<file path="src/include/noc_flit_utils.svh">
`ifndef NOC_FLIT_UTILS_SVH
`define NOC_FLIT_UTILS_SVH

// a one-flit packet counts as both header and tail.
function automatic logic is_header_flit(input noc_router_pkg::noc_flit flit);
  logic result;
  result = (flit.kind == noc_router_pkg::header) ||
           (flit.kind == noc_router_pkg::header_tail);
  return result;
endfunction

function automatic logic is_tail_flit(input noc_router_pkg::noc_flit flit);
  logic result;
  result = (flit.kind == noc_router_pkg::tail) ||
           (flit.kind == noc_router_pkg::header_tail);
  return result;
endfunction

// true when both coordinates fall inside the mesh.
function automatic logic dest_in_mesh(input noc_router_pkg::noc_location_id dest);
  logic x_ok;
  logic y_ok;
  x_ok = int'(dest.x) < noc_router_pkg::size_x;
  y_ok = int'(dest.y) < noc_router_pkg::size_y;
  return x_ok && y_ok;
endfunction

`endif

</file>
<file path="src/noc_router_pkg.sv">
`default_nettype none

package noc_router_pkg;

  // ============================================================
  // mesh and link sizes
  // ============================================================
  localparam int size_x      = 4;
  localparam int size_y      = 4;
  localparam int coord_width = 2;
  localparam int vc_count    = 2;
  localparam int vc_width    = $clog2(vc_count);
  localparam int port_count  = 5;
  localparam int data_width  = 32;

  // output port indices, also the XY priority order.
  localparam int port_x_plus  = 0;
  localparam int port_x_minus = 1;
  localparam int port_y_plus  = 2;
  localparam int port_y_minus = 3;
  localparam int port_local   = 4;

  typedef logic [vc_width-1:0]   vc_index;
  typedef logic [port_count-1:0] route_onehot;

  localparam route_onehot route_x_plus  = 5'b00001;
  localparam route_onehot route_x_minus = 5'b00010;
  localparam route_onehot route_y_plus  = 5'b00100;
  localparam route_onehot route_y_minus = 5'b01000;
  localparam route_onehot route_local   = 5'b10000;

  // ============================================================
  // flit format
  // ============================================================
  typedef struct packed {
    logic [coord_width-1:0] x;
    logic [coord_width-1:0] y;
  } noc_location_id;

  // bit 0 marks a header, bit 1 a tail.
  typedef enum logic [1:0] {
    body        = 2'b00,
    header      = 2'b01,
    tail        = 2'b10,
    header_tail = 2'b11
  } noc_flit_kind;

  typedef struct packed {
    noc_flit_kind            kind;
    vc_index                 vc;
    noc_location_id          dest;                 // header flits only.
    logic                    invalid_destination;
    logic [data_width-1:0]   data;
  } noc_flit;

endpackage

`default_nettype wire

</file>
<file path="src/noc_vc_buffer.sv">
`timescale 1ns/1ns
`default_nettype none

module noc_vc_buffer #(
  parameter int depth = 4
) (
  input  logic                    clk,
  input  logic                    rst_n,
  input  logic                    wr_valid,
  input  noc_router_pkg::noc_flit wr_flit,
  output logic                    wr_ready,
  output logic                    rd_valid,
  output noc_router_pkg::noc_flit rd_flit,
  input  logic                    rd_ready
);

  localparam int ptr_width = (depth > 1) ? $clog2(depth) : 1;
  localparam int cnt_width = $clog2(depth + 1);

  noc_router_pkg::noc_flit mem [depth];

  logic [ptr_width-1:0] wr_ptr;
  logic [ptr_width-1:0] rd_ptr;
  logic [cnt_width-1:0] count;
  logic                 push;
  logic                 pop;

  function automatic logic [ptr_width-1:0] next_ptr(input logic [ptr_width-1:0] ptr);
    logic [ptr_width-1:0] result;
    result = (ptr == ptr_width'(depth - 1)) ? '0 : ptr + 1'b1;
    return result;
  endfunction

  assign wr_ready = (count != cnt_width'(depth));
  assign rd_valid = (count != '0);
  assign rd_flit  = mem[rd_ptr];    // read straight from storage.
  assign push     = wr_valid && wr_ready;
  assign pop      = rd_valid && rd_ready;

  always_ff @(posedge clk) begin
    if (!rst_n) begin
      wr_ptr <= '0;
      rd_ptr <= '0;
      count  <= '0;
    end else begin
      if (push) wr_ptr <= next_ptr(wr_ptr);
      if (pop) rd_ptr <= next_ptr(rd_ptr);
      case ({push, pop})
        2'b10:   count <= count + 1'b1;
        2'b01:   count <= count - 1'b1;
        default: count <= count;    // idle or pass-through.
      endcase
    end
  end

  always_ff @(posedge clk) begin
    if (push) mem[wr_ptr] <= wr_flit;
  end

endmodule

`default_nettype wire

</file>
<file path="config.mk">
export PLATFORM = sky130hd
export DESIGN_NAME = noc_vc_buffer
export DESIGN_NICKNAME = d
export VERILOG_FILES = /design/src/include/noc_flit_utils.svh /design/src/noc_router_pkg.sv /design/src/noc_vc_buffer.sv
export SDC_FILE = /design/constraint.sdc
export NUM_CORES = 1
export LEC_CHECK = 0
export BUFFER_PORTS_ARGS = -buffer_cell sky130_fd_sc_hd__buf_4
export CAP_MARGIN = 20
export CORE_MARGIN = 8
export CORE_UTILIZATION = 50
export CTS_CLUSTER_SIZE = 8
export DETAILED_ROUTE_END_ITERATION = 12
export HOLD_SLACK_MARGIN = 0.15
export PLACE_DENSITY = 0.71
export SYNTH_ARGS = -nofsm -noshare
export SYNTH_HDL_FRONTEND = slang
export SYNTH_SLANG_ARGS = --single-unit
</file>
<file path="constraint.sdc">
create_clock -name clk -period 6.2 [get_ports clk]
set_input_delay 1.24 -clock clk [delete_from_list [all_inputs] [get_ports clk]]
set_output_delay 1.24 -clock clk [all_outputs]
set_load 0.02 [all_outputs]
</file>
* Word level (Yosys, flattened, before mapping) *
Memory sizes are Yosys's and may differ from the RTL's. A register that Yosys moved wholly into a read port is not among the register bits.
Cells that the tools add are included.

storage, ports and cells
  flip-flop bits (word level) = 7
  RAM bits = 160
  output and inout port bits = 42
  word-level logic and storage cells = 24
  memories = 1

operators by class
  add/subtract/negate cells = 4
  equal/unequal tests = 5
  mux-type cells = 7
  reduce and logical (&&, ||, !) cells = 4

memory list
  name  depth  bits a word  read ports  clocked after memory_dff  wr ports  line                 RTL
  mem   4      40           1           1                         1         noc_vc_buffer.sv:20  noc_router_pkg::noc_flit mem [depth];

operators by type and width
  cell                                                 count
  2-to-1 mux 2 bit                                     4
  equality test 2 bit, second input constant           3
  one-hot mux 3 bit (2 select lines)                   1
  adder 2 x 1 -> 2 bit, second input constant          2
  adder 3 x 1 -> 3 bit, second input constant          1
  != test 3 bit, second input constant                 1
  nonzero test 3 bit                                   1
  subtractor 3 x 1 -> 3 bit, second input constant     1
  equality test 2 x 1 -> 1 bit, second input constant  1
  logical AND 1 bit                                    2
  2-to-1 mux 1 bit                                     2
  nonzero test 2 bit                                   1

* Depth between registers and ports, before layout *
  depth in word-level cells = 4
  depth in mapped cells = 10
  gate-level depth less buffers = 9

* Least setup slack after synthesis *
Ideal clock, no wire load.

  kind = in2reg
  from = input wr_valid
  to = register count[2]
  setup time = 0.070 ns
  arrival time = 2.661 ns
  data required time = 6.130 ns
  setup slack = 3.469 ns
  cell stages on the path = 8
  path buffers = 0
  path through = and2_4 > inv_1 > ha_1 > inv_1 > fa_1 > xor2_1 > or3_2 > a21boi_1

on the way
  cells in the longest elaborated chain, start to end = 3

ends and longest elaborated chain
  what                                                                             line                 RTL
  start, declared                                                                  noc_vc_buffer.sv:9   input logic wr_valid,
  logical AND 1 bit *                                                              noc_vc_buffer.sv:37  assign push = wr_valid && wr_ready;
  equality test 2 x 1 -> 1 bit / equality test 2 bit (equally long branches)       noc_vc_buffer.sv:48  case ({push, pop})
  one-hot mux 3 bit (2 select lines) / nonzero test 2 bit (equally long branches)  n/a
  end signal, assigned                                                             noc_vc_buffer.sv:49  2'b10: count <= count + 1'b1;
  end signal, assigned                                                             noc_vc_buffer.sv:50  2'b01: count <= count - 1'b1;
  end signal, assigned                                                             noc_vc_buffer.sv:51  default: count <= count;
  end, declared                                                                    noc_vc_buffer.sv:24  logic [cnt_width-1:0] count;

Every way passes the cells marked *; elsewhere a longest branch is shown, timed or not.
A chain may end at the register's enable or synchronous reset.

==> metrics.txt <==
measured slew at the worst slew-check pin 0.8384 ns; synth warn 0; Final Util 61.85%; Post-synth top flop edfxtp_1; nets@finish 414; relative slew slack 44.11%; drt drc 0; Syn Inst Count 265; CP startpoint kind flip-flop; GR Overflow Total 0; H-Tree Depth 4; Buffers on Ports 85; layout cells sized above 1 43.73%; CP Max Fanout 40; die area 0.01636 sq mm; run status completed; fin area 0.007679 sq mm; CTS max path bufs 2; 1st-pass router iterations 4; Min-Delay Path Class reg2reg; pin count of the biggest net entering global routing 41; routed metal-1 wire length 4.585 mm; Initial Util 50.42%; setup_tns 0 ns; CTS Buf Count 17; Final Hold Fails 0; RSZ-0062 raised after global routing false; Die H 127.9 um; clock sinks 169; Area Overhead vs Synth 22.67%; clock share of power 29.3%; critical path class reg2out; P_sw 858.8 uW; first-pass GRT wire length 16.65 mm; WL per Instance 19.74 um; Final Wtd Congestion 0.6595; top cells by area, synth edfxtp_1 (77%), mux4_2 (14%), dfxtp_1 (2.9%), ha_1 (1.2%), and3_2 (0.48%); Via density 5.207; dominant cell by count in the synthesized netlist edfxtp_1; Rows 41; Final Setup Violations 0; worst skew pair latency 0.42 ns; post-synth cell types 26; Synth top cells by count edfxtp_1 (160), mux4_2 (40), dfxtp_1 (9), inv_1 (7); Comb pwr share 23.9%; dpl cells 511; post-detail-place hpwl 6.266 mm; post-synth top area cell edfxtp_1; Internal Power 2.303 mW; DR top layer met4; sequential power share 46.9%; asr flop ratio synth 0%; DRT iter0 DRCs 220; Post-CTS Setup Bufs 0; Hold Buf Count CTS 0; max-slew violations 0; Power Dens Cells 411.8 mW/mm^2; Fmax achieved 295.6 MHz; met2 routed WL 5.178 mm; worst vdd ir 0.2886 mV; Root Driver clkbuf_16; part of the cycle the worst path needs 54.56%; post-layout min period 3.383 ns; gr usage total 14.00%; Setup Slack @ Placement 3.187 ns; sequential area share after synthesis 79.63%; Die W 127.9 um; Placeable Area 0.01241 sq mm; WL final 10.80 mm; initial antenna violation count 0; DR vias 2,848; I/O pin total 86; maxcap violations 0; Worst Path Required 4.96 ns; Syn Nets 316; CTS tree yes; # diodes 0; reg2reg setup slack 3.62 ns; WHS 0.5077 ns; met3 WL 831 um; Non-Filler Instances 547; Placed Area 0.007054 sq mm; vias in the first global route 3,077; LEAKAGE 2.615 nW; number of synthesized flops with an enable pin 160; skew final 0.003811 ns; Final Power 3.162 mW; post-cts resize count 0; Critical Path Sink Type output pin; synthesized area per cell 23.62 sq um; clock-pin slew on the worst setup and hold paths 0.06 ns; synthesized flop and latch total 169; Final WS setup 2.817 ns; Sw Ratio 27.16%; area share of the largest cell type after synthesis 76.75%; remaining antenna violation count 0; Post-Syn Area 0.006260 sq mm; CP Data Arrival Time 2.14 ns
## cell families after synthesis
group / Yosys count / share of synthesized area [%]
xor+xnor: 2 / 0.2799
flops: 169 / 79.63
fa+ha+maj: 7 / 1.519
buf+inv: 18 / 1.439
simple gates: 21 / 1.939
mux: 41 / 14.55
compound gates: 7 / 0.6396
## placed cells by master (no fill, tap or decap), drive strengths merged, types with 2 or more instances in the layout
cell type / n
and2: 3
and3: 4
buf: 90
clkbuf: 18
clkinv: 12
dfxtp: 9
edfxtp: 160
ha: 6
inv: 7
mux4: 40
nand2: 6
nand3: 2
nor2: 2
o21ai: 5
or3: 2
## path summary, 6_finish.rpt
kind                            cells after the start  startpoint           to
worst max register to register                      9    count[2]     count[2]
worst min register to register                      2   wr_ptr[0]    wr_ptr[0]
worst min-delay path                                2   wr_ptr[0]    wr_ptr[0]
worst max-delay path                                2   flip-flop  rd_flit[29]
## layer usage
metal / vias up / global-route usage [%]
met3: 17 / 5.366
met5: - / 0
met1: 1446 / 16.39
met2: 87 / 22.00
li1: 1298 / -
met4: 0 / 7.552
## power by group through the flow
stage | logic, mW | registers [mW] | clock network (mW)
2_1_floorplan | 0.540 | 1.42 | 0
3_3_place_gp | 0.730 | 1.52 | 0
3_5_place_dp | 0.741 | 1.53 | 0
4_1_cts | 0.742 | 1.50 | 0.945
5_1_grt | 0.810 | 1.51 | 0.988
6_report | 0.755 | 1.48 | 0.926
## sequential cells by signal, indices dropped and copies added (netlist names), named ones only
register	count
mem	160
wr_ptr	2
count	3
rd_ptr	2
## final cells by class
| type | instances | area [sq um] |
|---|---|---|
| Clock buffer | 18 | 429.2 |
| Clock inverter | 13 | 87.58 |
| Fill cell | 892 | 4736 |
| Inverter | 7 | 26.28 |
| Multi-Input combinational cell | 78 | 1185 |
| Sequential cell | 169 | 4990 |
| Tap cell | 172 | 215.2 |
| Timing Repair Buffer | 90 | 745.7 |
## worst max-delay path: stages, from the launching register on
cell	delay (ns)
dfxtp_4	0.91
mux4_2	0.63
buf_4	0.18
(Power assumes the default switching activity.)
