## src/include/noc_flit_utils.svh

```systemverilog
`ifndef NOC_FLIT_UTILS_SVH
`define NOC_FLIT_UTILS_SVH

// a one-flit packet counts as both header and tail.
function automatic logic is_header_flit(input noc_router_pkg::noc_flit flit);
  logic result;
  result = (flit.kind == noc_router_pkg::header) ||
           (flit.kind == noc_router_pkg::header_tail);
  return result;
endfunction

function automatic logic is_tail_flit(input noc_router_pkg::noc_flit flit);
  logic result;
  result = (flit.kind == noc_router_pkg::tail) ||
           (flit.kind == noc_router_pkg::header_tail);
  return result;
endfunction

// true when both coordinates fall inside the mesh.
function automatic logic dest_in_mesh(input noc_router_pkg::noc_location_id dest);
  logic x_ok;
  logic y_ok;
  x_ok = int'(dest.x) < noc_router_pkg::size_x;
  y_ok = int'(dest.y) < noc_router_pkg::size_y;
  return x_ok && y_ok;
endfunction

`endif

```

## src/noc_router_pkg.sv

```systemverilog
`default_nettype none

package noc_router_pkg;

  // ============================================================
  // mesh and link sizes
  // ============================================================
  localparam int size_x      = 4;
  localparam int size_y      = 4;
  localparam int coord_width = 2;
  localparam int vc_count    = 2;
  localparam int vc_width    = $clog2(vc_count);
  localparam int port_count  = 5;
  localparam int data_width  = 32;

  // output port indices, also the XY priority order.
  localparam int port_x_plus  = 0;
  localparam int port_x_minus = 1;
  localparam int port_y_plus  = 2;
  localparam int port_y_minus = 3;
  localparam int port_local   = 4;

  typedef logic [vc_width-1:0]   vc_index;
  typedef logic [port_count-1:0] route_onehot;

  localparam route_onehot route_x_plus  = 5'b00001;
  localparam route_onehot route_x_minus = 5'b00010;
  localparam route_onehot route_y_plus  = 5'b00100;
  localparam route_onehot route_y_minus = 5'b01000;
  localparam route_onehot route_local   = 5'b10000;

  // ============================================================
  // flit format
  // ============================================================
  typedef struct packed {
    logic [coord_width-1:0] x;
    logic [coord_width-1:0] y;
  } noc_location_id;

  // bit 0 marks a header, bit 1 a tail.
  typedef enum logic [1:0] {
    body        = 2'b00,
    header      = 2'b01,
    tail        = 2'b10,
    header_tail = 2'b11
  } noc_flit_kind;

  typedef struct packed {
    noc_flit_kind            kind;
    vc_index                 vc;
    noc_location_id          dest;                 // header flits only.
    logic                    invalid_destination;
    logic [data_width-1:0]   data;
  } noc_flit;

endpackage

`default_nettype wire

```

## src/noc_route_selector.sv

```systemverilog
`timescale 1ns/1ns
`default_nettype none

module noc_route_selector #(
  parameter int                          my_x            = 0,
  parameter int                          my_y            = 0,
  parameter noc_router_pkg::route_onehot available_ports = '1
) (
  input  noc_router_pkg::noc_flit [noc_router_pkg::vc_count-1:0]       flit_in,
  input  logic [noc_router_pkg::vc_count-1:0]                          flit_in_valid,
  output logic [noc_router_pkg::vc_count-1:0]                          flit_in_ready,
  input  noc_router_pkg::route_onehot [noc_router_pkg::vc_count-1:0]   port_grant,
  input  logic [noc_router_pkg::port_count-1:0][noc_router_pkg::vc_count-1:0] accept,
  output logic [noc_router_pkg::port_count-1:0][noc_router_pkg::vc_count-1:0] port_request,
  output logic [noc_router_pkg::port_count-1:0][noc_router_pkg::vc_count-1:0] port_free,
  output logic [noc_router_pkg::port_count-1:0][noc_router_pkg::vc_count-1:0] steer_valid,
  output noc_router_pkg::noc_flit [noc_router_pkg::vc_count-1:0]       steer_flit
);

  `include "noc_flit_utils.svh"

  // ============================================================
  // XY route decode
  // ============================================================
  function automatic noc_router_pkg::route_onehot select_route(
    input noc_router_pkg::noc_location_id dest
  );
    noc_router_pkg::route_onehot route;
    if (!dest_in_mesh(dest)) begin
      route = noc_router_pkg::route_local;
    end else if ((int'(dest.x) > my_x) && available_ports[noc_router_pkg::port_x_plus]) begin
      route = noc_router_pkg::route_x_plus;
    end else if ((int'(dest.x) < my_x) && available_ports[noc_router_pkg::port_x_minus]) begin
      route = noc_router_pkg::route_x_minus;
    end else if ((int'(dest.y) > my_y) && available_ports[noc_router_pkg::port_y_plus]) begin
      route = noc_router_pkg::route_y_plus;
    end else if ((int'(dest.y) < my_y) && available_ports[noc_router_pkg::port_y_minus]) begin
      route = noc_router_pkg::route_y_minus;
    end else begin
      route = noc_router_pkg::route_local;    // arrived, or no fitted port left.
    end
    return route;
  endfunction

  noc_router_pkg::route_onehot [noc_router_pkg::vc_count-1:0] route;
  logic [noc_router_pkg::vc_count-1:0]                        is_head;
  logic [noc_router_pkg::vc_count-1:0]                        is_last;

  always_comb begin
    for (int v = 0; v < noc_router_pkg::vc_count; v++) begin
      is_head[v]    = is_header_flit(flit_in[v]);
      is_last[v]    = is_tail_flit(flit_in[v]);
      route[v]      = select_route(flit_in[v].dest);
      steer_flit[v] = flit_in[v];
      if (is_head[v] && !dest_in_mesh(flit_in[v].dest)) begin
        steer_flit[v].invalid_destination = 1'b1;    // flag and send home.
      end
    end
  end

  // ============================================================
  // requests and steering by grant
  // ============================================================
  always_comb begin
    for (int p = 0; p < noc_router_pkg::port_count; p++) begin
      for (int v = 0; v < noc_router_pkg::vc_count; v++) begin
        port_request[p][v] = flit_in_valid[v] && is_head[v] && route[v][p];
        steer_valid[p][v]  = flit_in_valid[v] && port_grant[v][p];
      end
    end
  end

  always_comb begin
    flit_in_ready = '0;
    for (int v = 0; v < noc_router_pkg::vc_count; v++) begin
      for (int p = 0; p < noc_router_pkg::port_count; p++) begin
        if (port_grant[v][p] && accept[p][v]) flit_in_ready[v] = 1'b1;
      end
    end
  end

  // tail leaving releases the port it went to.
  always_comb begin
    for (int p = 0; p < noc_router_pkg::port_count; p++) begin
      for (int v = 0; v < noc_router_pkg::vc_count; v++) begin
        port_free[p][v] = flit_in_valid[v] && flit_in_ready[v] && is_last[v] &&
                          port_grant[v][p];
      end
    end
  end

endmodule

`default_nettype wire

```

## config.mk

```make
export PLATFORM = sky130hd
export DESIGN_NAME = noc_route_selector
export DESIGN_NICKNAME = d
export VERILOG_FILES = /design/src/noc_router_pkg.sv /design/src/noc_route_selector.sv
export VERILOG_INCLUDE_DIRS = /design/src /design/src/include
export SDC_FILE = /design/constraint.sdc
export NUM_CORES = 1
export LEC_CHECK = 0
export ABC_AREA = 1
export BUFFER_PORTS_ARGS = -buffer_cell sky130_fd_sc_hd__buf_2
export CORE_AREA = 2 2 83 85
export DETAILED_ROUTE_END_ITERATION = 7
export DIE_AREA = 0 0 85 87
export GPL_TIMING_DRIVEN = 0
export PLACE_DENSITY = 0.64
export SYNTH_ARGS = -nofsm -noshare
export SYNTH_HDL_FRONTEND = slang
export SYNTH_SLANG_ARGS = --single-unit
```

## constraint.sdc

```tcl
create_clock -name vclk -period 0.8
set_input_delay 0.04 -clock vclk [all_inputs]
set_output_delay 0.04 -clock vclk [all_outputs]
set_load 0.01 [all_outputs]
```

== Yosys cells after proc, flatten, opt, wreduce, memory -nomap -nowiden ==
Index checks and enable logic that the tools add are counted.
Storage, ports and cells
  register bits: 0
  bits in latches: 0
  memory bits (writable): 0
  bits in read-only memories: 0
  input port bits: 102
  memories kept: 0
Operators by class
  add/subtract/negate cells: 0
  multiply operators: 0
  divide/modulo/power cells: 0
  $lt $le $gt $ge: 4
  equality and inequality tests: 6
  shifts and indexed selects: 0
  multiplexer cells: 14
  bitwise gates (word level): 0
  reductions and logical operators: 50
Operators with widths (number)
  $logic_and A1 B1 Y1: 46
  $mux W5: 4
  $mux W1: 10
  $eq A2 B2 Y1 const B: 4
  $gt A2 B1 Y1 const B: 4
  $eq A2 B1 Y1 const B: 2
  $logic_or A1 B1 Y1: 4

== Longest topological paths before layout ==
  depth in word-level cells: 9
  mapped depth: 4
  depth with buffers taken out: 4

== Worst setup path after synthesis ==
Ideal clock, no wire load.
  kind: input to output
  start: input flit_in[36] (netlist bit)
  end: output port_request[8] (netlist bit)
  arrival: 0.515 ns
  setup slack: 0.245 ns
  cell stages on the path: 3
  path buffers: 0
  path through: nor2_1 -> nand3_1 -> nor3_1
RTL lines
  from (decl): RTL line noc_route_selector.sv:9  | input noc_router_pkg::noc_flit [noc_router_pkg::vc_count-1:0] flit_in,
  to (decl): RTL line noc_route_selector.sv:14  | output logic [noc_router_pkg::port_count-1:0][noc_router_pkg::vc_count-1:0] port_request,

==> flow_metrics.py <==
metrics = {
    "placement": {
        "place.gp.congestion": 0.758,
        "port-buffer-count": 140,
        "hpwl_um": 3090,
    },
    "sta": {
        "fmax_ghz": 1.33,
        "finalHoldViolations": 0,
        "slew_viol_final": 0,
        "rsz0062_at_grt": "true",
        "fin_crit_ns": 0.751,
        "min_period_over_period_pct": 93.9,
        "setup_viol": 0,
        "setup_tns_ns": 0,
    },
    "die": {
        "fp-row-count": 30,
        "start_util_pct": 15.0,
        "die_h_um": 87,
        "core_area_um2": 6570,
        "top_level_ports": 214,
        "die_x_um": 85,
        "dieArea_um2": 7400,
    },
    "power_and_ir_drop": {
        "ir_drop_v": 0.000215,
        "power.density_nw_per_um2": 537,
        "power.leakage_uw": 0.00132,
    },
    "detailed_routing": {
        "via_count": 1330,
        "ant_nets": 0,
        "drc": 0,
        "wl_met1_um": 924,
        "routed-wl-met2_um": 2000,
        "firstDrtPassIters": 2,
        "wl_per_cell_um": 8.79,
        "dr_wl_met3_um": 453,
        "drt_wl_total_um": 3380,
        "top_layer": "met3",
        "routed_via_density": 3.46,
        "first_iter_violations": 10,
    },
    "critical_path": {
        "cp.arrival_ns": 0.71,
        "startpoint_type": "input pin",
        "path_class": "input pin to primary output",
        "critical_path_required_ns": 0.76,
        "critPathCaptureType": "primary output",
        "worstPathMaxFanout": 5,
    },
    "clocking": {
        "ctsHoldBuffers": 0,
    },
    "synth": {
        "netlist_area_um2": 982,
        "post-synth-top-area-fraction_pct": 64.2,
        "yosysWarnings": 0,
        "yosys-top-cells-area": "buf_4 64%, nand2_1 9.2%, inv_1 7.6%, nor2_1 6.9%, o21bai_4 3.8%",
        "ys_seq_area_share_pct": 0,
        "synth_cell_type_count": 11,
        "yosysTopAreaCell": "buf_4",
        "avgSynthCellArea_um2": 6.10,
        "syn_inst": 161,
    },
    "global_route": {
        "grt-ovfl-total": 0,
        "antenna_found_initial": 0,
        "grt_pass1_wl_um": 4330,
        "grt_max_degree": 9,
        "grt_pass1_vias": 1053,
        "track_usage_pct": 6.77,
    },
    "finish": {
        "n_fill_cell": 705,
        "seq_area_um2": 0,
        "final_util_pct": 29.5,
        "area_growth_pct": 97.3,
        "antenna_cells": 0,
        "n_sequential_cell": 0,
        "drive_gt1_share_pct": 81.3,
        "final_nets": 408,
        "layout_common_cells": "131 x buf_2, 85 x buf_4, 20 x inv_1",
        "clkbuf_count": 0,
        "final_common_cell": "buf_2",
    },
    "run": {
        "maxCapViolations": 0,
    },
    "outcome": {
        "status": "completed",
    },
    "worst_hold_path": {
        "hp-class": "input pin to primary output",
    },
}
[power by group]
| group | switching (uW) | internal, uW |
|---|---|---|
| clock | 0 | 0 |
| combinational | 446 | 595 |
| sequential | 0 | 0 |
[final timing paths]
check | startpoint | end | slack (ns) | cells after the start
worst min-delay path | flit_in[27] | steer_flit[27] | 0.26 | 2
worst max-delay path | port_grant[0] | port_free[4] | 0.05 | 6
[cell usage after synthesis]
cell type and n:
nor2_1 18, nand3_1 4, conb_1 1, nor3_1 2, nand2_1 24, buf_4 84, or2_1 2, inv_1 20
buf_6 2, nand2_2 2, o21bai_4 2
[per-stage QoR]
step                      instance area, um^2  worst slack [ns]  hold WS (ns)  total power (uW)  std cells
final                                    1940            0.0486         0.263              1040        384
after global routing                     1940           -0.0129         0.267              1130        384
after CTS                                1850           0.00180         0.264              1010        384
after detailed placement                 1790            -0.140         0.264               972        384
after global placement                   1790            -0.137         0.265               964        384
after floorplan                           993             0.245         0.131               594        164
[what timing repair did]
item / CTS / global route
pin swaps: 6 / 15
setup buffers: 0 / 0
gates resized for setup: 15 / 25
setup endpoints to repair: 6 / 11
[layer usage]
layer,global-route usage [%],vias to the layer above
met2,15.6,116
met3,0.758,0
met1,6.49,545
li1,-,669
met5,0,-
met4,0,0
[worst max-delay path, stage by stage]
cell and delay, ns:
buf_6 0.10, nand2_2 0.07, nand3_4 0.08, o21bai_4 0.20, nor2_1 0.07, buf_2 0.14
[logic make-up (layout without fill, tap and decap cells)]
kind of cell	after synthesis	in the layout	share of synthesized area [%]
compound gates	2	2	3.82
buf+inv	106	246	74.1
other cells	1	4	0.382
simple gates	52	52	21.7
[final cells by class]
class	count	area, um^2	area share, %
tap	80	100	5.16
multi-input combinational	58	353	18.2
inverter	20	75.1	3.87
buffer	86	653	33.7
timing repair buffer	140	757	39.1
(Power assumes the default switching activity.)
