<file path="src/include/noc_flit_utils.svh">
`ifndef NOC_FLIT_UTILS_SVH
`define NOC_FLIT_UTILS_SVH

// a one-flit packet counts as both header and tail.
function automatic logic is_header_flit(input noc_router_pkg::noc_flit flit);
  logic result;
  result = (flit.kind == noc_router_pkg::header) ||
           (flit.kind == noc_router_pkg::header_tail);
  return result;
endfunction

function automatic logic is_tail_flit(input noc_router_pkg::noc_flit flit);
  logic result;
  result = (flit.kind == noc_router_pkg::tail) ||
           (flit.kind == noc_router_pkg::header_tail);
  return result;
endfunction

// true when both coordinates fall inside the mesh.
function automatic logic dest_in_mesh(input noc_router_pkg::noc_location_id dest);
  logic x_ok;
  logic y_ok;
  x_ok = int'(dest.x) < noc_router_pkg::size_x;
  y_ok = int'(dest.y) < noc_router_pkg::size_y;
  return x_ok && y_ok;
endfunction

`endif

</file>
<file path="src/noc_router_pkg.sv">
`default_nettype none

package noc_router_pkg;

  // ============================================================
  // mesh and link sizes
  // ============================================================
  localparam int size_x      = 4;
  localparam int size_y      = 4;
  localparam int coord_width = 2;
  localparam int vc_count    = 2;
  localparam int vc_width    = $clog2(vc_count);
  localparam int port_count  = 5;
  localparam int data_width  = 32;

  // output port indices, also the XY priority order.
  localparam int port_x_plus  = 0;
  localparam int port_x_minus = 1;
  localparam int port_y_plus  = 2;
  localparam int port_y_minus = 3;
  localparam int port_local   = 4;

  typedef logic [vc_width-1:0]   vc_index;
  typedef logic [port_count-1:0] route_onehot;

  localparam route_onehot route_x_plus  = 5'b00001;
  localparam route_onehot route_x_minus = 5'b00010;
  localparam route_onehot route_y_plus  = 5'b00100;
  localparam route_onehot route_y_minus = 5'b01000;
  localparam route_onehot route_local   = 5'b10000;

  // ============================================================
  // flit format
  // ============================================================
  typedef struct packed {
    logic [coord_width-1:0] x;
    logic [coord_width-1:0] y;
  } noc_location_id;

  // bit 0 marks a header, bit 1 a tail.
  typedef enum logic [1:0] {
    body        = 2'b00,
    header      = 2'b01,
    tail        = 2'b10,
    header_tail = 2'b11
  } noc_flit_kind;

  typedef struct packed {
    noc_flit_kind            kind;
    vc_index                 vc;
    noc_location_id          dest;                 // header flits only.
    logic                    invalid_destination;
    logic [data_width-1:0]   data;
  } noc_flit;

endpackage

`default_nettype wire

</file>
<file path="src/noc_vc_merger.sv">
`timescale 1ns/1ns
`default_nettype none

module noc_vc_merger (
  input  logic                                                   clk,
  input  logic                                                   rst_n,
  input  logic [noc_router_pkg::vc_count-1:0]                    vc_select,
  input  noc_router_pkg::noc_flit [noc_router_pkg::vc_count-1:0] steer_flit,
  input  logic                                                   out_ready,
  output logic [noc_router_pkg::vc_count-1:0]                    accept,
  output logic                                                   out_valid,
  output noc_router_pkg::noc_flit                                out_flit
);

  logic                    load;
  logic                    any_select;
  noc_router_pkg::noc_flit picked;

  // register empty or draining this cycle.
  assign load       = !out_valid || out_ready;
  assign any_select = |vc_select;
  assign accept     = load ? vc_select : '0;

  // ============================================================
  // one-hot flit mux
  // ============================================================
  always_comb begin
    picked = '0;
    for (int v = 0; v < noc_router_pkg::vc_count; v++) begin
      if (vc_select[v]) picked = steer_flit[v];
    end
  end

  // ============================================================
  // output register
  // ============================================================
  always_ff @(posedge clk) begin
    if (!rst_n) begin
      out_valid <= 1'b0;
    end else if (load) begin
      out_valid <= any_select;
    end
  end

  always_ff @(posedge clk) begin
    if (load && any_select) begin
      out_flit <= picked;    // vc field rides along unchanged.
    end
  end

endmodule

`default_nettype wire

</file>
<file path="config.mk">
export PLATFORM = sky130hd
export DESIGN_NAME = noc_vc_merger
export DESIGN_NICKNAME = d
export VERILOG_FILES = /design/src/include/noc_flit_utils.svh /design/src/noc_router_pkg.sv /design/src/noc_vc_merger.sv
export SDC_FILE = /design/constraint.sdc
export NUM_CORES = 1
export LEC_CHECK = 0
export ABC_AREA = 1
export CAP_MARGIN = 20
export CORE_UTILIZATION = 50
export DETAILED_ROUTE_END_ITERATION = 16
export DONT_BUFFER_PORTS = 1
export PLACE_DENSITY_LB_ADDON = 0.25
export REMOVE_ABC_BUFFERS = 1
export SLEW_MARGIN = 20
export SYNTH_ARGS = -nofsm -noshare
export SYNTH_HDL_FRONTEND = slang
export SYNTH_SLANG_ARGS = --single-unit
</file>
<file path="constraint.sdc">
create_clock -name clk -period 9.76 [get_ports clk]
set_clock_uncertainty 0.2 [all_clocks]
set_input_delay 2.928 -clock clk [delete_from_list [all_inputs] [get_ports clk]]
set_output_delay 2.928 -clock clk [all_outputs]
set_load 0.02 [all_outputs]
</file>
Yosys cells after proc, flatten, opt, wreduce, memory -nomap -nowiden
Cells that the tools add are included.
- register bits: 41
- input bits: 85
- output and inout bits: 43
- word-level logic and storage cells: 14
- mux-type cells: 3
- reductions and logical operators: 4
- operators by type and width (kind ; number):
    two-way mux 40 bit ; 2
    two-way mux 2 bit ; 1
    OR reduction 2 bit ; 1
    logical AND 1 bit ; 1
    zero test 1 bit ; 1
    logical OR 1 bit ; 1

Longest topological paths before layout
Gate-level depths: netlist (run 1).
- depth in word-level cells: 3
- depth in mapped cells: 5
- mapped depth without buffers: 4

Least setup slack after synthesis (run 1)
OpenSTA, ideal clock, no wires.
- kind: input -> output
- start point: input vc_select[0] (netlist bit)
- end point: output accept[0] (netlist bit)
- arrival: 3527 ps
- required time: 6632 ps
- slack: 3105 ps
- cell stages on the path: 4
- buffers on the path: 2
- path through: buf_4 > buf_6 > inv_1 > nor2_1
- longest elaborated chain between the ends: 1
- ends and longest elaborated chain (item ; RTL line ; text):
    start: declaration ; noc_vc_merger.sv:7 ; input logic [noc_router_pkg::vc_count-1:0] vc_select,
    two-way mux 2 bit ; noc_vc_merger.sv:22 ; assign accept = load ? vc_select : '0;
    end: declaration ; noc_vc_merger.sv:10 ; output logic [noc_router_pkg::vc_count-1:0] accept,
Every way passes these cells.

Final worst setup path (run 1)
- start point: input out_ready
- end point: output accept[0] (netlist bit)
- longest elaborated chain between the ends: 2
- ends and longest elaborated chain (item ; RTL line ; text):
    start: declaration ; noc_vc_merger.sv:9 ; input logic out_ready,
    logical OR 1 bit ; noc_vc_merger.sv:20 ; assign load = !out_valid || out_ready;
    two-way mux 2 bit ; noc_vc_merger.sv:22 ;
Every way passes these cells.

==> results by group, run 1 <==
STA
  • Final Hold Fails: 0
  • Tmin final: 6.54 ns
  • RSZ-0062 raised after global routing: false
  • Worst Slack Setup Final: 3.22 ns
  • Final Max Tran Viols: 0
  • Endpoints failing setup: 0
  • Relative slew margins: 72.7%
  • Period utilization: 67.0%
  • Highest Clock Rate: 0.153 GHz
  • Setup TNS: 0 ns
  • Worst Max-Slew Pin Slew: 0.408 ns
  • WHS: 0.395 ns

Die
  • Die width: 64.5 um
  • Site Rows: 22
  • Starting Density: 52.9%
  • Area of the die: 0.00416 mm^2
  • Core area: 0.00369 mm^2
  • I/O pin count: 128
  • Die H: 64.5 um

Critical path
  • CP Capture Type: primary output
  • Reg-to-reg endpoint: out_flit[17]
  • CP Max Fanout: 3
  • Worst EP required: 6.63 ns
  • Reg2reg path depth: 4
  • R2R setup slack: 8.08 ns
  • Worst setup SP type: primary input
  • WS Path Type: in -> out
  • R2R Path Start: out_valid
  • CP arrival: 3.41 ns

Synthesis
  • Post-synthesis mux area share: 0%
  • XOR/XNOR Fraction of Synth Area: 0%
  • Gate Count Post-Synth: 186
  • Synthesized area per cell: 10.5 um^2
  • Synth Cell Area: 0.00195 mm^2
  • Largest family of logic cells by synthesized area: simple AND/OR/NAND/NOR gates
  • Post-Synth Simple-Gate Area: 28.9%
  • Post-synthesis compound-gate area fraction: 0.257%
  • Sequential element share of the synthesized area: 62.6%
  • Warnings from Yosys: 0
  • Synth Area in Adders: 0%
  • Unique masters post-synth: 12
  • Yosys reg bits: 41

Detailed routing
  • Post-Route WL: 3680 um
  • Routed vias/inst: 5.61
  • Starting DRT DRC Count: 115
  • Antenna-violating nets left: 0
  • Routed vias: 1279
  • DRC violations left: 0
  • First-pass DRT Iterations: 4
  • Wire per inst: 16.1 um

Min path
  • Hold Crit Class: reg -> reg
  • Worst min-delay path startpoint: out_valid
  • Hold path depth: 2
  • WHS Endpoint: out_valid

Clocking
  • Num Clock Sinks: 41
  • CTS H-tree depth: 2
  • Root Buffer: clkbuf_8
  • Clk Latency, worst-skew pair: 0.28 ns
  • Clk buf depth: 2
  • CTS resizes: 0
  • Cts bufs inserted: 5
  • CTS tree: built
  • Cts hold-fix bufs: 0
  • Worst-path clk slew: 0.07 ns
  • Post-CTS Setup Inserts: 0

Global route
  • First-pass GRT wire length: 5510 um
  • Vias in the first global route: 1188
  • Initial antenna violation count: 0
  • Total track usage: 18.2%
  • Largest net degree at the start of global routing: 43
  • Residual overflow from global routing: 0

Cells and area
  • Area grow syn2layout: 1.41%
  • Final Util: 53.6%
  • Post-Layout Cell Count: 228
  • Nets: 265
  • Layout cell share with drive strength beyond 1: 9.44%
  • Antenna Cells: 0

Place
  • Dpl ws: 3.22 ns
  • Placed cell count: 220
  • DP Wirelength: 2500 um
  • RD Place Congestion: 0.710
  • Port bufs: 0

Pwr
  • Cell Pwr Density: 186 mW/mm^2
  • Maximum VDD drop: 0.0831 mV
  • Leak Pwr: 0.000856 uW

Status
  • Status: finished clean

Flow run
  • Number of max-cap violations: 0
cell usage after synthesis (all sizes together):
master | instances | area, um^2
dfxtp | 1 | 20.0
a21oi | 1 | 5.00
buf | 14 | 136
edfxtp | 40 | 1200
nand2 | 81 | 304
nor2 | 4 | 15.0
inv | 5 | 23.8
nand3 | 40 | 245
logic make-up after synthesis:
family / count (synthesis)
compound gates: 1
buf+inv: 19
flops: 41
simple gates: 125
report_power, final:
part | switching, uW | leakage, uW | internal, uW
registers | 26.8 | 0.000420 | 215
clock network | 52.0 | 0.0000387 | 48.2
logic | 16.3 | 0.000397 | 8.97
critical path: stages:
cell,delay [ns]
inv_1,0.02
nand2_1,0.06
inv_1,0.08
nor2_1,0.32
area by class of cell:
class                      instances  area, um^2
clock buffer                       6        72.6
clock inverter                     1        3.75
fill                             333        1710
inverter                           5        23.8
multi-input combinational        126         577
sequential                        41        1220
tap                               48        60.1
timing repair buffer               1        20.0
registers in the layout (all words and copies together), names as in the netlist:
signal and count:
out_flit 40, out_valid 1
routing by layer:
metal | share of wire [%] | GRT usage (%) | vias to the layer above | wire length (um)
met5 | 0 | 0 | - | 0
met4 | 2.2 | 9.17 | 0 | 80
met3 | 12 | 9.51 | 8 | 444
met2 | 50 | 32.5 | 90 | 1860
met1 | 35 | 16.6 | 572 | 1300
li1 | - | - | 609 | -
worst max path at each step:
stage | start | end | slack (ns) | cells past startpoint
6_report | out_ready | accept[0] | 3.22 | 4
5_1_grt | out_ready | accept[1] | 3.15 | 4
4_1_cts | out_ready | accept[0] | 3.22 | 4
3_5_place_dp | out_ready | accept[0] | 3.22 | 4
3_3_place_gp | out_ready | accept[0] | 3.23 | 4
2_1_floorplan | out_ready | accept[0] | 3.29 | 4
through the flow:
step,total power (uW),area [um^2]
4_1_cts,371,1960
5_1_grt,381,1980
3_3_place_gp,268,1880
2_1_floorplan,263,1810
6_report,367,1980
3_5_place_dp,271,1880
cells in the final DEF (no fill, tap or decap), drive strengths merged:
| master | netlist | final |
|---|---|---|
| inv | 5 | 5 |
| clkinv | 0 | 1 |
| buf | 14 | 1 |
| a21oi | 1 | 1 |
| edfxtp | 40 | 40 |
| nor2 | 4 | 4 |
| dfxtp | 1 | 1 |
| nand3 | 40 | 40 |
| nand2 | 81 | 81 |
| clkbuf | 0 | 6 |
Note: power is estimated with default switching activity, not from simulation.
==> run 2, diff against run 1 <==
clock period = 5.5 ns   (was 9.76 ns; I/O delays follow)
==> results by group, run 2 (synthesis gave the netlist of run 1 again) <==
Critical path
  • CP bufs+invs: 2
  • CP arrival: 2.13 ns
  • Cell Chain, Critical Path: inv_1, nand2_1, inv_1, nor2_1
  • CP Max Fanout: 3
  • Slowest CP cell: nor2_1
  • Worst setup SP type: primary input
  • CP delay by family, top: simple AND/OR/NAND/NOR gates
  • Worst EP required: 3.65 ns
  • R2R setup slack: 3.86 ns
  • Most frequent CP cell: inv_1
  • CP Capture Type: primary output
  • WS Path Type: in -> out
  • Slowest stage delay, CP: 0.31 ns

Cells and area
  • Most common cell after layout, fill and taps aside: nand2_1
  • Max FFs per register: 40
  • Fill cells: 324
  • Register with the highest flop count: out_flit
  • Largest regs: out_flit x40, out_valid x1
  • Antenna Cells: 0
  • Nets: 265
  • Layout cell share with drive strength beyond 1: 9.94%
  • Sequential cell area: 0.00122 mm^2
  • Final Util: 54.0%
  • Most frequent cells in the layout: 81 x nand2_1, 40 x edfxtp_1, 31 x nand3_1
  • Area grow syn2layout: 2.12%
  • Area of the multi-input gates: 577 um^2

Pwr
  • Int Pwr: 500 uW
  • Switch share: 25.3%
  • Comb pwr share: 6.7%
  • Total Power: 669 uW
  • Maximum VDD drop: 0.179 mV
  • Leak Pwr: 0.000863 uW
  • Clock power frac: 29.2%
  • Switch Pwr: 170 uW
  • Cell Pwr Density: 336 mW/mm^2
  • Flop pwr share: 64.1%

Detailed routing
  • Wire per inst: 16.0 um
  • Routed vias/inst: 5.60
  • Starting DRT DRC Count: 103
  • Post-Route WL: 3660 um
  • First-pass DRT Iterations: 6
  • Antenna-violating nets left: 0
  • DRC violations left: 0
  • Routed vias: 1282

STA
  • Tmin final: 3.98 ns
  • Final Max Tran Viols: 0
  • Period utilization: 72.3%
  • Setup TNS: 0 ns
  • Highest Clock Rate: 0.251 GHz
  • RSZ-0062 raised after global routing: false
  • Endpoints failing setup: 0
  • Relative slew margins: 75.0%
  • Worst Max-Slew Pin Slew: 0.373 ns
  • Worst Slack Setup Final: 1.52 ns
  • WHS: 0.398 ns
  • Final Hold Fails: 0

Flow run
  • Number of max-cap violations: 0

Die
  • Site Rows: 22
  • Core area: 0.00369 mm^2
  • Die width: 64.5 um
  • Starting Density: 52.9%
  • I/O pin count: 128
  • Area of the die: 0.00416 mm^2
  • Die H: 64.5 um

Clocking
  • CTS H-tree depth: 2
  • Root Buffer: clkbuf_8
  • CTS resizes: 0
  • Worst-path clk slew: 0.07 ns
  • CTS tree: built
  • Num Clock Sinks: 41
  • Clk Latency, worst-skew pair: 0.28 ns
  • Clk buf depth: 2
  • Cts hold-fix bufs: 0
  • Cts bufs inserted: 5
  • Post-CTS Setup Inserts: 0

Global route
  • Residual overflow from global routing: 0
  • Initial antenna violation count: 0
  • First-pass GRT wire length: 5550 um
  • Total track usage: 18.6%
  • Largest net degree at the start of global routing: 43
  • Vias in the first global route: 1208

Place
  • Port bufs: 0
  • DP Wirelength: 2510 um
  • Dpl ws: 1.52 ns
  • RD Place Congestion: 0.707

Min path
  • Hold Crit Class: reg -> reg

Status
  • Status: finished clean
==> run 2: cell count changes in the layout (fill, tap and decap cells not counted), sizes merged <==
cell / previous run / this run
clkinv: 1 / 0
clkbuf: 6 / 8
==> run 2: worst paths after layout <==
kind	cells after the start	to	from
worst min register to register	2	out_valid	out_valid
worst max register to register	4	out_flit[17]	out_valid
worst min-delay path	2	out_valid	out_valid
worst max-delay path	4	accept[1]	out_ready
==> run 2: worst min-delay path: stages (launching register included) <==
cell,delay (ns)
dfxtp_1,0.38
nand2_1,0.12
a21oi_1,0.06
==> run 2: through the flow <==
step / instance area, um^2 / cells
2_1_floorplan: 1810 / 172
3_3_place_gp: 1880 / 220
3_5_place_dp: 1880 / 220
4_1_cts: 1970 / 228
5_1_grt: 1990 / 229
6_report: 1990 / 229
==> run 2: power groups by stage <==
| stage | clock network [uW] | logic [uW] | registers, uW |
|---|---|---|---|
| 2_1_floorplan | 0 | 33.6 | 433 |
| 3_3_place_gp | 0 | 39.5 | 436 |
| 3_5_place_dp | 0 | 42.8 | 437 |
| 4_1_cts | 202 | 42.6 | 431 |
| 5_1_grt | 216 | 51.3 | 432 |
| 6_report | 196 | 44.5 | 429 |
==> run 2: area by class of cell <==
| class | instances | share of cell area [%] |
|---|---|---|
| flip-flops and latches | 41 | 61.3 |
| multi-input cells | 126 | 29.0 |
| clock buffers | 8 | 4.52 |
| well taps | 48 | 3.02 |
| inverters | 5 | 1.19 |
| repair buffers | 1 | 1.01 |
==> run 2: layer usage <==
metal | track usage [%] | wire [um]
met1 | 17.9 | 1310
met2 | 31.3 | 1830
met3 | 10.7 | 440
met4 | 9.44 | 80
met5 | 0 | 0
